### src/adpcma_pkg.sv
`default_nettype none

package adpcma_pkg;

    // ==================================================
    // register map
    // ==================================================

    localparam int reg_addr_w = 3;

    localparam logic [reg_addr_w-1:0] reg_start_lo = 3'd0;
    localparam logic [reg_addr_w-1:0] reg_start_hi = 3'd1;
    localparam logic [reg_addr_w-1:0] reg_end_lo   = 3'd2;
    localparam logic [reg_addr_w-1:0] reg_end_hi   = 3'd3;
    localparam logic [reg_addr_w-1:0] reg_level    = 3'd4;
    // bit 0 is key-on and bit 1 is key-off, neither is stored
    localparam logic [reg_addr_w-1:0] reg_ctrl     = 3'd5;
    // bit 0 is busy and bit 1 is the sticky end flag
    localparam logic [reg_addr_w-1:0] reg_status   = 3'd6;

    localparam int rom_addr_w = 16;
    localparam int level_w    = 6;

    // ==================================================
    // ADPCM-A step adaptation
    // ==================================================

    localparam int step_max = 48;

    // step sizes grow by roughly 10 percent per index
    localparam logic [11:0] step_size_table [0:48] = '{
        12'd16,   12'd17,   12'd19,   12'd21,   12'd23,
        12'd25,   12'd28,   12'd31,   12'd34,   12'd37,
        12'd41,   12'd45,   12'd50,   12'd55,   12'd60,
        12'd66,   12'd73,   12'd80,   12'd88,   12'd97,
        12'd107,  12'd118,  12'd130,  12'd143,  12'd157,
        12'd173,  12'd190,  12'd209,  12'd230,  12'd253,
        12'd279,  12'd307,  12'd337,  12'd371,  12'd408,
        12'd449,  12'd494,  12'd544,  12'd598,  12'd658,
        12'd724,  12'd796,  12'd876,  12'd963,  12'd1060,
        12'd1166, 12'd1282, 12'd1411, 12'd1552
    };

    // index increase for magnitudes 4 to 7, smaller magnitudes step down by one
    localparam logic [3:0] step_delta_table [0:3] = '{
        4'd2, 4'd5, 4'd7, 4'd9
    };

    // ==================================================
    // fetch FSM
    // ==================================================

    typedef enum logic [1:0] {
        idle = 2'd0,
        load = 2'd1,
        play = 2'd2
    } fetch_state_t;

endpackage

`default_nettype wire

### src/adpcma_regs.sv
`timescale 1ns/100ps
`default_nettype none

module adpcma_regs (
    input  logic                              clk,
    input  logic                              rst_n,
    input  logic [adpcma_pkg::reg_addr_w-1:0] reg_addr,
    input  logic [7:0]                        reg_wdata,
    input  logic                              reg_wr,
    input  logic                              busy,
    input  logic                              end_pulse,
    output logic [7:0]                        reg_rdata,
    output logic [adpcma_pkg::rom_addr_w-1:0] start_addr,
    output logic [adpcma_pkg::rom_addr_w-1:0] end_addr,
    output logic [adpcma_pkg::level_w-1:0]    level,
    output logic                              key_on,
    output logic                              key_off
);

    import adpcma_pkg::*;

    logic [7:0]         start_lo;
    logic [7:0]         start_hi;
    logic [7:0]         end_lo;
    logic [7:0]         end_hi;
    logic [level_w-1:0] level_q;
    logic               end_flag;
    logic               wr_ctrl;

    // control writes become pulses in the same cycle as the write
    assign wr_ctrl = reg_wr && (reg_addr == reg_ctrl);
    assign key_on  = wr_ctrl && reg_wdata[0];
    assign key_off = wr_ctrl && reg_wdata[1];

    always_ff @(posedge clk or negedge rst_n) begin
        if (!rst_n) begin
            start_lo <= 8'h00;
            start_hi <= 8'h00;
            end_lo   <= 8'h00;
            end_hi   <= 8'h00;
            level_q  <= '0;
        end else if (reg_wr) begin
            case (reg_addr)
                reg_start_lo: start_lo <= reg_wdata;
                reg_start_hi: start_hi <= reg_wdata;
                reg_end_lo:   end_lo   <= reg_wdata;
                reg_end_hi:   end_hi   <= reg_wdata;
                reg_level:    level_q  <= reg_wdata[level_w-1:0];
                default: ;
            endcase
        end
    end

    // a new key-on clears the flag even if the old stream ends in the same cycle
    always_ff @(posedge clk or negedge rst_n) begin
        if (!rst_n) begin
            end_flag <= 1'b0;
        end else if (key_on) begin
            end_flag <= 1'b0;
        end else if (end_pulse) begin
            end_flag <= 1'b1;
        end
    end

    assign start_addr = {start_hi, start_lo};
    assign end_addr   = {end_hi, end_lo};
    assign level      = level_q;

    always_comb begin
        case (reg_addr)
            reg_start_lo: reg_rdata = start_lo;
            reg_start_hi: reg_rdata = start_hi;
            reg_end_lo:   reg_rdata = end_lo;
            reg_end_hi:   reg_rdata = end_hi;
            reg_level:    reg_rdata = {{(8 - level_w){1'b0}}, level_q};
            reg_status:   reg_rdata = {6'b000000, end_flag, busy};
            default:      reg_rdata = 8'h00;
        endcase
    end

endmodule

`default_nettype wire

### src/adpcma_fetch.sv
`timescale 1ns/100ps
`default_nettype none

module adpcma_fetch (
    input  logic                              clk,
    input  logic                              rst_n,
    input  logic                              key_on,
    input  logic                              key_off,
    input  logic [adpcma_pkg::rom_addr_w-1:0] start_addr,
    input  logic [adpcma_pkg::rom_addr_w-1:0] end_addr,
    input  logic                              sample_en,
    input  logic [7:0]                        rom_data,
    output logic                              rom_rd,
    output logic [adpcma_pkg::rom_addr_w-1:0] rom_addr,
    output logic [3:0]                        code,
    output logic                              code_valid,
    output logic                              restart,
    output logic                              busy,
    output logic                              end_pulse
);

    import adpcma_pkg::*;

    fetch_state_t state;
    logic [7:0]   byte_q;
    logic         nib_lo;
    logic         rd_dly;

    assign busy = (state != idle);

    // ROM data arrives one cycle after the read strobe
    always_ff @(posedge clk) begin
        if (rd_dly) begin
            byte_q <= rom_data;
        end
    end

    always_ff @(posedge clk or negedge rst_n) begin
        if (!rst_n) begin
            state      <= idle;
            nib_lo     <= 1'b0;
            rd_dly     <= 1'b0;
            rom_rd     <= 1'b0;
            rom_addr   <= '0;
            code       <= 4'h0;
            code_valid <= 1'b0;
            restart    <= 1'b0;
            end_pulse  <= 1'b0;
        end else begin
            rom_rd     <= 1'b0;
            code_valid <= 1'b0;
            restart    <= 1'b0;
            end_pulse  <= 1'b0;
            rd_dly     <= rom_rd;

            if (key_on) begin
                state    <= load;
                rom_addr <= start_addr;
                rom_rd   <= 1'b1;
                restart  <= 1'b1;
                nib_lo   <= 1'b0;
            end else if (key_off) begin
                state <= idle;
            end else begin
                case (state)
                    // wait for the first byte, a stale read from before a retrigger must not count
                    load: begin
                        if (rd_dly && !rom_rd) begin
                            state <= play;
                        end
                    end
                    play: begin
                        if (sample_en) begin
                            code_valid <= 1'b1;
                            if (!nib_lo) begin
                                code   <= byte_q[7:4];
                                nib_lo <= 1'b1;
                            end else begin
                                code   <= byte_q[3:0];
                                nib_lo <= 1'b0;
                                if (rom_addr == end_addr) begin
                                    end_pulse <= 1'b1;
                                    state     <= idle;
                                end else begin
                                    rom_rd   <= 1'b1;
                                    rom_addr <= rom_addr + 1'b1;
                                end
                            end
                        end
                    end
                    default: ;
                endcase
            end
        end
    end

endmodule

`default_nettype wire

### src/adpcma_decode.sv
`timescale 1ns/100ps
`default_nettype none

module adpcma_decode (
    input  logic                           clk,
    input  logic                           rst_n,
    input  logic [3:0]                     code,
    input  logic                           code_valid,
    input  logic                           restart,
    input  logic [adpcma_pkg::level_w-1:0] level,
    output logic signed [15:0]             pcm,
    output logic                           pcm_valid
);

    import adpcma_pkg::*;

    logic [5:0]          step_q;
    logic [5:0]          step_next;
    logic [6:0]          step_up;
    logic [2:0]          mag;
    logic [15:0]         inc_prod;
    logic signed [17:0]  acc_ext;
    logic signed [17:0]  inc_ext;
    logic signed [17:0]  acc_sum;
    logic signed [15:0]  acc_q;
    logic signed [15:0]  acc_next;
    logic signed [6:0]   level_s;
    logic signed [22:0]  scaled;
    logic                s1_valid;

    assign mag = code[2:0];

    // ==================================================
    // stage 1: step adaptation and accumulation
    // ==================================================

    always_comb begin
        step_up = {1'b0, step_q} + {3'b000, step_delta_table[mag[1:0]]};
        if (!mag[2]) begin
            step_next = (step_q == 6'd0) ? 6'd0 : step_q - 6'd1;
        end else if (step_up > 7'(step_max)) begin
            step_next = 6'(step_max);
        end else begin
            step_next = step_up[5:0];
        end
    end

    // the increment is taken from the step index before it adapts
    always_comb begin
        inc_prod = {12'd0, mag, 1'b1} * {4'd0, step_size_table[step_q]};
        inc_ext  = $signed({5'd0, inc_prod[15:3]});
        acc_ext  = {{2{acc_q[15]}}, acc_q};
        acc_sum  = code[3] ? (acc_ext + inc_ext) : (acc_ext - inc_ext);
        if (acc_sum > 18'sd32767) begin
            acc_next = 16'sh7fff;
        end else if (acc_sum < -18'sd32768) begin
            acc_next = 16'sh8000;
        end else begin
            acc_next = acc_sum[15:0];
        end
    end

    always_ff @(posedge clk or negedge rst_n) begin
        if (!rst_n) begin
            step_q   <= 6'd0;
            acc_q    <= 16'sd0;
            s1_valid <= 1'b0;
        end else begin
            s1_valid <= code_valid && !restart;
            if (restart) begin
                step_q <= 6'd0;
                acc_q  <= 16'sd0;
            end else if (code_valid) begin
                step_q <= step_next;
                acc_q  <= acc_next;
            end
        end
    end

    // ==================================================
    // stage 2: output level
    // ==================================================

    // an arithmetic product keeps the divide by 64 a floor for negative values
    assign level_s = $signed({1'b0, level});
    assign scaled  = acc_q * level_s;

    always_ff @(posedge clk or negedge rst_n) begin
        if (!rst_n) begin
            pcm       <= 16'sd0;
            pcm_valid <= 1'b0;
        end else begin
            pcm_valid <= s1_valid;
            if (s1_valid) begin
                pcm <= scaled[21:6];
            end
        end
    end

endmodule

`default_nettype wire

### src/adpcma_channel.sv
`timescale 1ns/100ps
`default_nettype none

module adpcma_channel (
    input  logic                              clk,
    input  logic                              rst_n,
    input  logic [adpcma_pkg::reg_addr_w-1:0] reg_addr,
    input  logic [7:0]                        reg_wdata,
    input  logic                              reg_wr,
    output logic [7:0]                        reg_rdata,
    input  logic                              sample_en,
    output logic                              rom_rd,
    output logic [adpcma_pkg::rom_addr_w-1:0] rom_addr,
    input  logic [7:0]                        rom_data,
    output logic signed [15:0]                pcm,
    output logic                              pcm_valid,
    output logic                              busy
);

    import adpcma_pkg::*;

    logic [rom_addr_w-1:0] start_addr;
    logic [rom_addr_w-1:0] end_addr;
    logic [level_w-1:0]    level;
    logic                  key_on;
    logic                  key_off;
    logic                  end_pulse;
    logic [3:0]            code;
    logic                  code_valid;
    logic                  restart;

    adpcma_regs u_regs (
        .clk        (clk),
        .rst_n      (rst_n),
        .reg_addr   (reg_addr),
        .reg_wdata  (reg_wdata),
        .reg_wr     (reg_wr),
        .busy       (busy),
        .end_pulse  (end_pulse),
        .reg_rdata  (reg_rdata),
        .start_addr (start_addr),
        .end_addr   (end_addr),
        .level      (level),
        .key_on     (key_on),
        .key_off    (key_off)
    );

    adpcma_fetch u_fetch (
        .clk        (clk),
        .rst_n      (rst_n),
        .key_on     (key_on),
        .key_off    (key_off),
        .start_addr (start_addr),
        .end_addr   (end_addr),
        .sample_en  (sample_en),
        .rom_data   (rom_data),
        .rom_rd     (rom_rd),
        .rom_addr   (rom_addr),
        .code       (code),
        .code_valid (code_valid),
        .restart    (restart),
        .busy       (busy),
        .end_pulse  (end_pulse)
    );

    adpcma_decode u_decode (
        .clk        (clk),
        .rst_n      (rst_n),
        .code       (code),
        .code_valid (code_valid),
        .restart    (restart),
        .level      (level),
        .pcm        (pcm),
        .pcm_valid  (pcm_valid)
    );

endmodule

`default_nettype wire

### config.mk
export PLATFORM = sky130hd
export DESIGN_NAME = adpcma_channel
export DESIGN_NICKNAME = d
export VERILOG_FILES = /design/src/adpcma_pkg.sv /design/src/adpcma_regs.sv /design/src/adpcma_fetch.sv /design/src/adpcma_decode.sv /design/src/adpcma_channel.sv
export SDC_FILE = /design/constraint.sdc
export NUM_CORES = 1
export LEC_CHECK = 0
export ABC_CLOCK_PERIOD_IN_PS = 8300
export BUFFER_PORTS_ARGS = -buffer_cell sky130_fd_sc_hd__buf_4
export CORE_ASPECT_RATIO = 2
export CORE_MARGIN = 1
export CORE_UTILIZATION = 28
export DETAILED_ROUTE_END_ITERATION = 8
export REMOVE_ABC_BUFFERS = 1
export SYNTH_ARGS = -nofsm -noshare
export SYNTH_HDL_FRONTEND = slang
export SYNTH_SLANG_ARGS = --single-unit
### constraint.sdc
create_clock -name clk -period 8.3 [get_ports clk]
set_clock_uncertainty 0.2 [all_clocks]
set_input_delay 1.66 -clock clk [delete_from_list [all_inputs] [get_ports clk]]
set_output_delay 1.66 -clock clk [all_outputs]
set_load 0.02 [all_outputs]
==> results by group, run 1 <==
Outcome
  – Status: finished, final reports clean

Logic synthesis
  – Synth top cells by count: 140 x nand2_1, 107 x dfrtp_1, 99 x inv_1
  – Count leader, synth: nand2_1
  – Top cell type by total area after synthesis: dfrtp_1
  – Number of enable flip-flop cells after synthesis: 8
  – #FFs+latches synth: 115
  – Syn Std Cell Area: 11700 µm²
  – Mean Syn Cell Area: 9.21 µm²
  – Main flop type after synthesis: dfrtp_1
  – Post-synth cell types: 73
  – Async set-or-reset flop fraction in the synthesized netlist: 93.0%
  – Sequential fraction of the synthesis area: 24.9%
  – Ys Warns: 0
  – Area fraction of the dominant cell type after synthesis: 22.9%
  – Synth Instances: 1271
  – Top cells by area, synth: dfrtp_1 23%, fa_1 14%, ha_1 10%

GRT
  – Total GRT Usage: 16.2%
  – First-pass GRT wire length: 53700 µm
  – Largest net degree at the start of global routing: 60
  – Vias in the first global route: 10300
  – Initial antenna violation count: 0
  – Grt ovf: 0

Cells and area
  – Layout cells sized above 1: 17.2%
  – Area Growth Syn to Fin: 17.5%
  – Antenna Cells: 0
  – Final nets: 1560
  – # fillers: 4194

Timing
  – Count of final setup violators: 0
  – Peak Freq: 127 MHz
  – Setup TNS: 0 ns
  – Final worst slack: 0.410 ns
  – Post-route clock period utilization: 95.1%
  – Post-layout min period: 7.89 ns
  – Worst-Margin Slew: 1.03 ns
  – Slew headroom: 31.2%
  – Fin. max-slew vios: 0
  – Final hold violation count: 0

Worst setup path
  – R2R Path Start: u_decode.step_q[4]$_DFFE_PN0P_
  – CP max stage delay: 0.73 ns
  – Critical path endpoint category: register
  – Required @ worst endpoint: 8.38 ns
  – Reg2Reg Capture Point: u_decode.acc_q[10]$_DFFE_PN0P_
  – Reg2Reg Depth: 29
  – Setup CP Type: reg -> reg
  – Worst setup SP type: register
  – Crit-path slowest cell: dfrtp_1
  – Worst EP arrival: 7.97 ns
  – Setup slack, reg-to-reg: 0.41 ns
  – CP max FO: 14

Place
  – Final GP Congestion: 0.956
  – Placement Setup Slack: 0.139 ns
  – DP HPWL: 26800 µm
  – Port Buffer Count: 65

Min path
  – Hold Path Depth: 0
  – Min-delay worst type: reg -> reg
  – Hold EP: u_fetch.rd_dly$_DFF_PN0_
  – Hold Path Origin: u_fetch.rom_rd$_DFF_PN0_

Detailed routing
  – Via count: 9722
  – Starting DRT DRC Count: 509
  – Drt first pass iters: 7
  – Routed vias/inst: 5.10
  – Detailed-route DRC error count: 0
  – Final ANT Viol Nets: 0
  – Drt total wl: 33400 µm
  – Wire per inst: 17.5 µm

Floorplan
  – Site Rows: 105
  – Core Region: 41100 µm²
  – Chip width: 147 µm
  – Die area: 42700 µm²
  – Starting Density: 28.5%
  – Die height: 291 µm
  – # IOs: 66

Clock tree
  – Clock Sinks: 115
  – CTS tree: built
  – CTS buffer count: 17
  – CTS Buffer Depth: 2
  – CTS H-Tree Depth: 4
  – Root buffer cell: clkbuf_16
  – Skew-Pair Late Insertion Delay: 0.45 ns
  – Clock-pin slew on the worst setup and hold paths: 0.06 ns

Flow run
  – Max Cap Viol: 0
==> worst max path at each step <==
| stage | start | end | slack (ns) |
|---|---|---|---|
| 3_5_place_dp | u_decode.step_q[1]$_DFFE_PN0P_ | u_decode.acc_q[13]$_DFFE_PN0P_ | 0.14 |
| 4_1_cts | u_decode.step_q[1]$_DFFE_PN0P_ | u_decode.acc_q[10]$_DFFE_PN0P_ | 0.1 |
| 6_report | u_decode.step_q[4]$_DFFE_PN0P_ | u_decode.acc_q[10]$_DFFE_PN0P_ | 0.41 |
| 5_1_grt | u_decode.step_q[1]$_DFFE_PN0P_ | u_decode.acc_q[1]$_DFFE_PN0P_ | -0.0005 |
| 3_3_place_gp | u_decode.step_q[1]$_DFFE_PN0P_ | u_decode.acc_q[1]$_DFFE_PN0P_ | 0.34 |
| 2_1_floorplan | u_decode.step_q[1]$_DFFE_PN0P_ | u_decode.acc_q[10]$_DFFE_PN0P_ | 0.30 |
==> critical path: cells and delay by family, from the launching register on <==
kind	cells	cell delay, ns
adders and majority gates	4	1.55
and+or+nand+nor	9	2.32
xor gates and xnor gates	1	0.18
DFF	1	0.73
AOI/OAI and AO/OA	12	2.28
buffers and inverters	3	0.46
==> flip-flops by register name (all words and copies together), names as in the netlist, 2 cells and up <==
signal	count
u_decode.acc_q	16
u_decode.pcm	16
u_decode.step_q	6
u_fetch.byte_q	8
u_fetch.code	4
u_fetch.rom_addr	16
u_fetch.state	2
u_regs.end_hi	8
u_regs.end_lo	8
u_regs.level	6
u_regs.start_hi	8
u_regs.start_lo	8
==> logic make-up after synthesis <==
logic type      after synthesis  synth area share [%]
fa+ha+maj                   180                  24.6
xor+xnor                     84                  6.35
mux                          76                  7.84
simple gates                429                  18.2
flops                       115                  24.9
compound gates              238                  13.1
buf+inv                     149                  4.92
==> per-stage QoR <==
stage               utilization, %  hold WS (ns)  cells  instance area (µm²)
detailed placement            31.7         0.223   1868                13000
global placement              31.7         0.217   1868                13000
global route                  33.5         0.261   1905                13800
floorplan                        -         0.237   1222                11500
CTS                           33.2         0.247   1900                13600
finish                        33.5         0.235   1905                13800
==> cell type report <==
class | count | area [µm²] | share of cell area, %
Clock inverter | 12 | 143 | 1.04
Sequential cell | 115 | 2920 | 21.2
Clock buffer | 20 | 468 | 3.40
Multi-Input combinational cell | 1007 | 8290 | 60.2
Inverter | 100 | 375 | 2.73
Tap cell | 535 | 669 | 4.87
Timing Repair Buffer | 116 | 896 | 6.51
==> timing repair <==
item / in CTS / in global routing
hold buffers: 0 / 0
endpoints found under the setup margin: 0 / 16
gates resized for setup: 0 / 24
buffers inserted: 0 / 5
==> metal layers <==
layer | GRT usage, % | share of wire (%)
met2 | 32.8 | 58
met3 | 2.08 | 2.4
met5 | 0 | 0
met1 | 14.8 | 33
met4 | 10.1 | 6.0
==> placed cells by master, fill, tap and decap left out, types with 16 or more instances in the layout <==
cell type / instances
buf_4: 114
inv_1: 97
xor2_1: 27
mux2_2: 51
xnor2_1: 56
nand4_1: 16
nor2_1: 82
nand3_1: 24
nor3_1: 20
and2_1: 77
nand2_1: 140
fa_1: 83
dfrtp_1: 105
o21ai_0: 61
clkbuf_16: 18
mux2i_1: 17
nor2b_1: 17
ha_1: 92
a21oi_1: 52
Power of run 1 is not shown: default switching activity piles up to over one toggle a cycle in this logic, so the estimate is an artifact.
==> inputs of run 2 (changes only) <==
--- a/config.mk
+++ b/config.mk
@@ -5,8 +5,8 @@
 export SDC_FILE = /design/constraint.sdc
 export NUM_CORES = 1
 export LEC_CHECK = 0
-export ABC_CLOCK_PERIOD_IN_PS = 8300
-export BUFFER_PORTS_ARGS = -buffer_cell sky130_fd_sc_hd__buf_4
+export ABC_CLOCK_PERIOD_IN_PS = 7400
+export BUFFER_PORTS_ARGS = -buffer_cell sky130_fd_sc_hd__buf_2
 export CORE_ASPECT_RATIO = 2
 export CORE_MARGIN = 1
 export CORE_UTILIZATION = 28
==> constraint.sdc (replaced) <==
create_clock -name clk -period 7.4 [get_ports clk]
set_clock_uncertainty 0.2 [all_clocks]
set_input_delay 1.48 -clock clk [delete_from_list [all_inputs] [get_ports clk]]
set_output_delay 1.48 -clock clk [all_outputs]
set_load 0.02 [all_outputs]
==> run 2 against run 1 <==
- first-iteration DRC count shrank 10%
- global-route usage grew 0.71 points
- cell area grew 9.2%
- the run now ends with setup timing left
- largest cell class unchanged
==> results by group, run 2 (same netlist as run 1, synthesis figures left out) <==
Outcome
  – Status: complete, but fails checks
  – Failing checks: setup timing

Timing
  – Count of final setup violators: 15 (+15)
  – Final worst slack: -0.261 ns (-0.671 ns)
  – Slew headroom: 32.2% (+1.0 points)
  – Final hold violation count: 0 (unchanged)
  – RSZ-0062 raised after global routing: true
  – Worst hold margin: 0.202 ns (-0.0333 ns)
  – Fin. max-slew vios: 0 (unchanged)
  – Post-route clock period utilization: 104% (+8.5 points)
  – Post-layout min period: 7.66 ns (-0.229 ns)
  – Worst-Margin Slew: 1.01 ns (-0.0151 ns)
  – Peak Freq: 131 MHz (+3.0%)

Min path
  – Hold Path Depth: 0 (unchanged)
  – Min-delay worst type: reg -> reg
  – Hold Path Origin: u_fetch.rom_rd$_DFF_PN0_
  – Hold EP: u_fetch.rd_dly$_DFF_PN0_

Cells and area
  – Largest regs: u_decode.acc_q x16, u_decode.pcm x16, u_fetch.rom_addr x16
  – Final nets: 1700 (+9.0%)
  – Most frequent cells in the layout: 177 x buf_4, 140 x nand2_1, 106 x dfrtp_1, 97 x inv_1, 83 x ha_1
  – Area Growth Syn to Fin: 28.3%
  – Layout cells sized above 1: 28.3% (+11 points)
  – Most common cell after layout, fill and taps aside: buf_4
  – Post-route cell area: 15000 µm² (+9.2%)

Place
  – DP HPWL: 27600 µm (+3.0%)
  – Placement Setup Slack: -0.561 ns (-0.700 ns)
  – Port Buffer Count: 65 (unchanged)
  – Final GP Congestion: 0.897 (-6.2%)
  – Post-Place Cell Area: 13800 µm² (+5.7%)

Floorplan
  – Die area: 42700 µm² (unchanged)
  – # IOs: 66 (unchanged)
  – Site Rows: 105 (unchanged)
  – Die height: 291 µm (unchanged)
  – Chip width: 147 µm (unchanged)
  – Core Region: 41100 µm² (unchanged)
  – Starting Density: 28.5% (unchanged)

Detailed routing
  – Final ANT Viol Nets: 0 (unchanged)
  – Drt first pass iters: 5 (-2)
  – Drt total wl: 34900 µm (+4.6%)
  – Via count: 10137 (+4.3%)
  – Detailed-route DRC error count: 0 (unchanged)
  – Starting DRT DRC Count: 456 (-10%)
  – Routed vias/inst: 4.95 (-2.9%)
  – Wire per inst: 17.1 µm (-2.6%)

Worst setup path
  – Crit-path slowest cell: mux4_2
  – R2R Path Start: u_decode.step_q[0]$_DFFE_PN0P_
  – Reg2Reg Capture Point: u_decode.acc_q[12]$_DFFE_PN0P_
  – Setup CP Type: reg -> reg
  – Reg2Reg Depth: 31 (+6.9%)
  – CP dominant cell by count: and2_4
  – CP Buf/Inv Count: 4 (+1)
  – Worst EP arrival: 7.82 ns (-0.15 ns)
  – Setup slack, reg-to-reg: -0.26 ns (-0.67 ns)
  – Worst setup SP type: register
  – CP max FO: 6 (-8)
  – Crit-path leading delay family: simple AND/OR/NAND/NOR gates
  – CP max stage delay: 0.52 ns (-0.21 ns)
  – Required @ worst endpoint: 7.55 ns (-0.83 ns)
  – Critical path endpoint category: register

Flow run
  – Max Cap Viol: 0 (unchanged)

GRT
  – Largest net degree at the start of global routing: 74 (+23%)
  – Initial antenna violation count: 1 (+1)
  – Vias in the first global route: 10972 (+6.5%)
  – First-pass GRT wire length: 56400 µm (+5.0%)
  – Grt ovf: 0 (unchanged)
  – Total GRT Usage: 16.9% (+0.71 points)

Clock tree
  – CTS buffer count: 17 (unchanged)
  – Clock-pin slew on the worst setup and hold paths: 0.07 ns (about the same)
  – CTS H-Tree Depth: 4 (unchanged)
  – Root buffer cell: clkbuf_16
  – Clock Sinks: 115 (unchanged)
  – CTS tree: built
  – CTS Buffer Depth: 2 (unchanged)
  – Skew-Pair Late Insertion Delay: 0.45 ns (about the same)
-- run 2: cell type report --
cell class | instances | area [µm²]
diodes | 1 | 2.50
clock buffers | 19 | 443
flip-flops and latches | 115 | 2920
repair buffers | 256 | 1860
fillers | 4099 | 26100
multi-input cells | 1007 | 8630
clock inverters | 13 | 123
inverters | 100 | 380
well taps | 535 | 669
-- run 2: worst max path at each step --
stage,startpoint,to,slack (ns),cells after the start
4_1_cts,u_decode.step_q[1]$_DFFE_PN0P_,u_decode.acc_q[3]$_DFFE_PN0P_,-0.16,32
6_report,u_decode.step_q[0]$_DFFE_PN0P_,u_decode.acc_q[12]$_DFFE_PN0P_,-0.26,31
5_1_grt,u_decode.step_q[0]$_DFFE_PN0P_,u_decode.acc_q[12]$_DFFE_PN0P_,-0.62,31
3_5_place_dp,u_decode.step_q[1]$_DFFE_PN0P_,u_decode.acc_q[12]$_DFFE_PN0P_,-0.56,34
2_1_floorplan,u_decode.step_q[1]$_DFFE_PN0P_,u_decode.acc_q[10]$_DFFE_PN0P_,-0.60,29
3_3_place_gp,u_decode.step_q[0]$_DFFE_PN0P_,u_decode.acc_q[13]$_DFFE_PN0P_,-0.35,30
-- run 2: metrics by stage --
step,instances,TNS [ns],utilization [%]
2_1_floorplan,1222,-8.73,-
3_3_place_gp,1985,-5.03,33.5
3_5_place_dp,1985,-8.25,33.5
4_1_cts,2038,-1.78,35.9
5_1_grt,2046,-8.81,36.5
6_report,2046,-3.47,36.5
-- run 2: per-layer routing --
layer  GRT usage (%)  up-vias  routed length (µm)
li1                -     4844                   -
met1            15.3     5001               11700
met2            34.3      194               20700
met3            1.82       98                 677
met4            11.4        0                1900
met5               0        -                   0
-- run 2: repair_timing --
item,in CTS,in global routing
resized for setup,56,50
endpoints found under the setup margin,16,16
pin swaps,30,24
hold buffers,0,0
setup buffers,20,6
gates cloned,1,1
hold endpoints to repair,0,0
Power of run 2 is left out for the same reason.
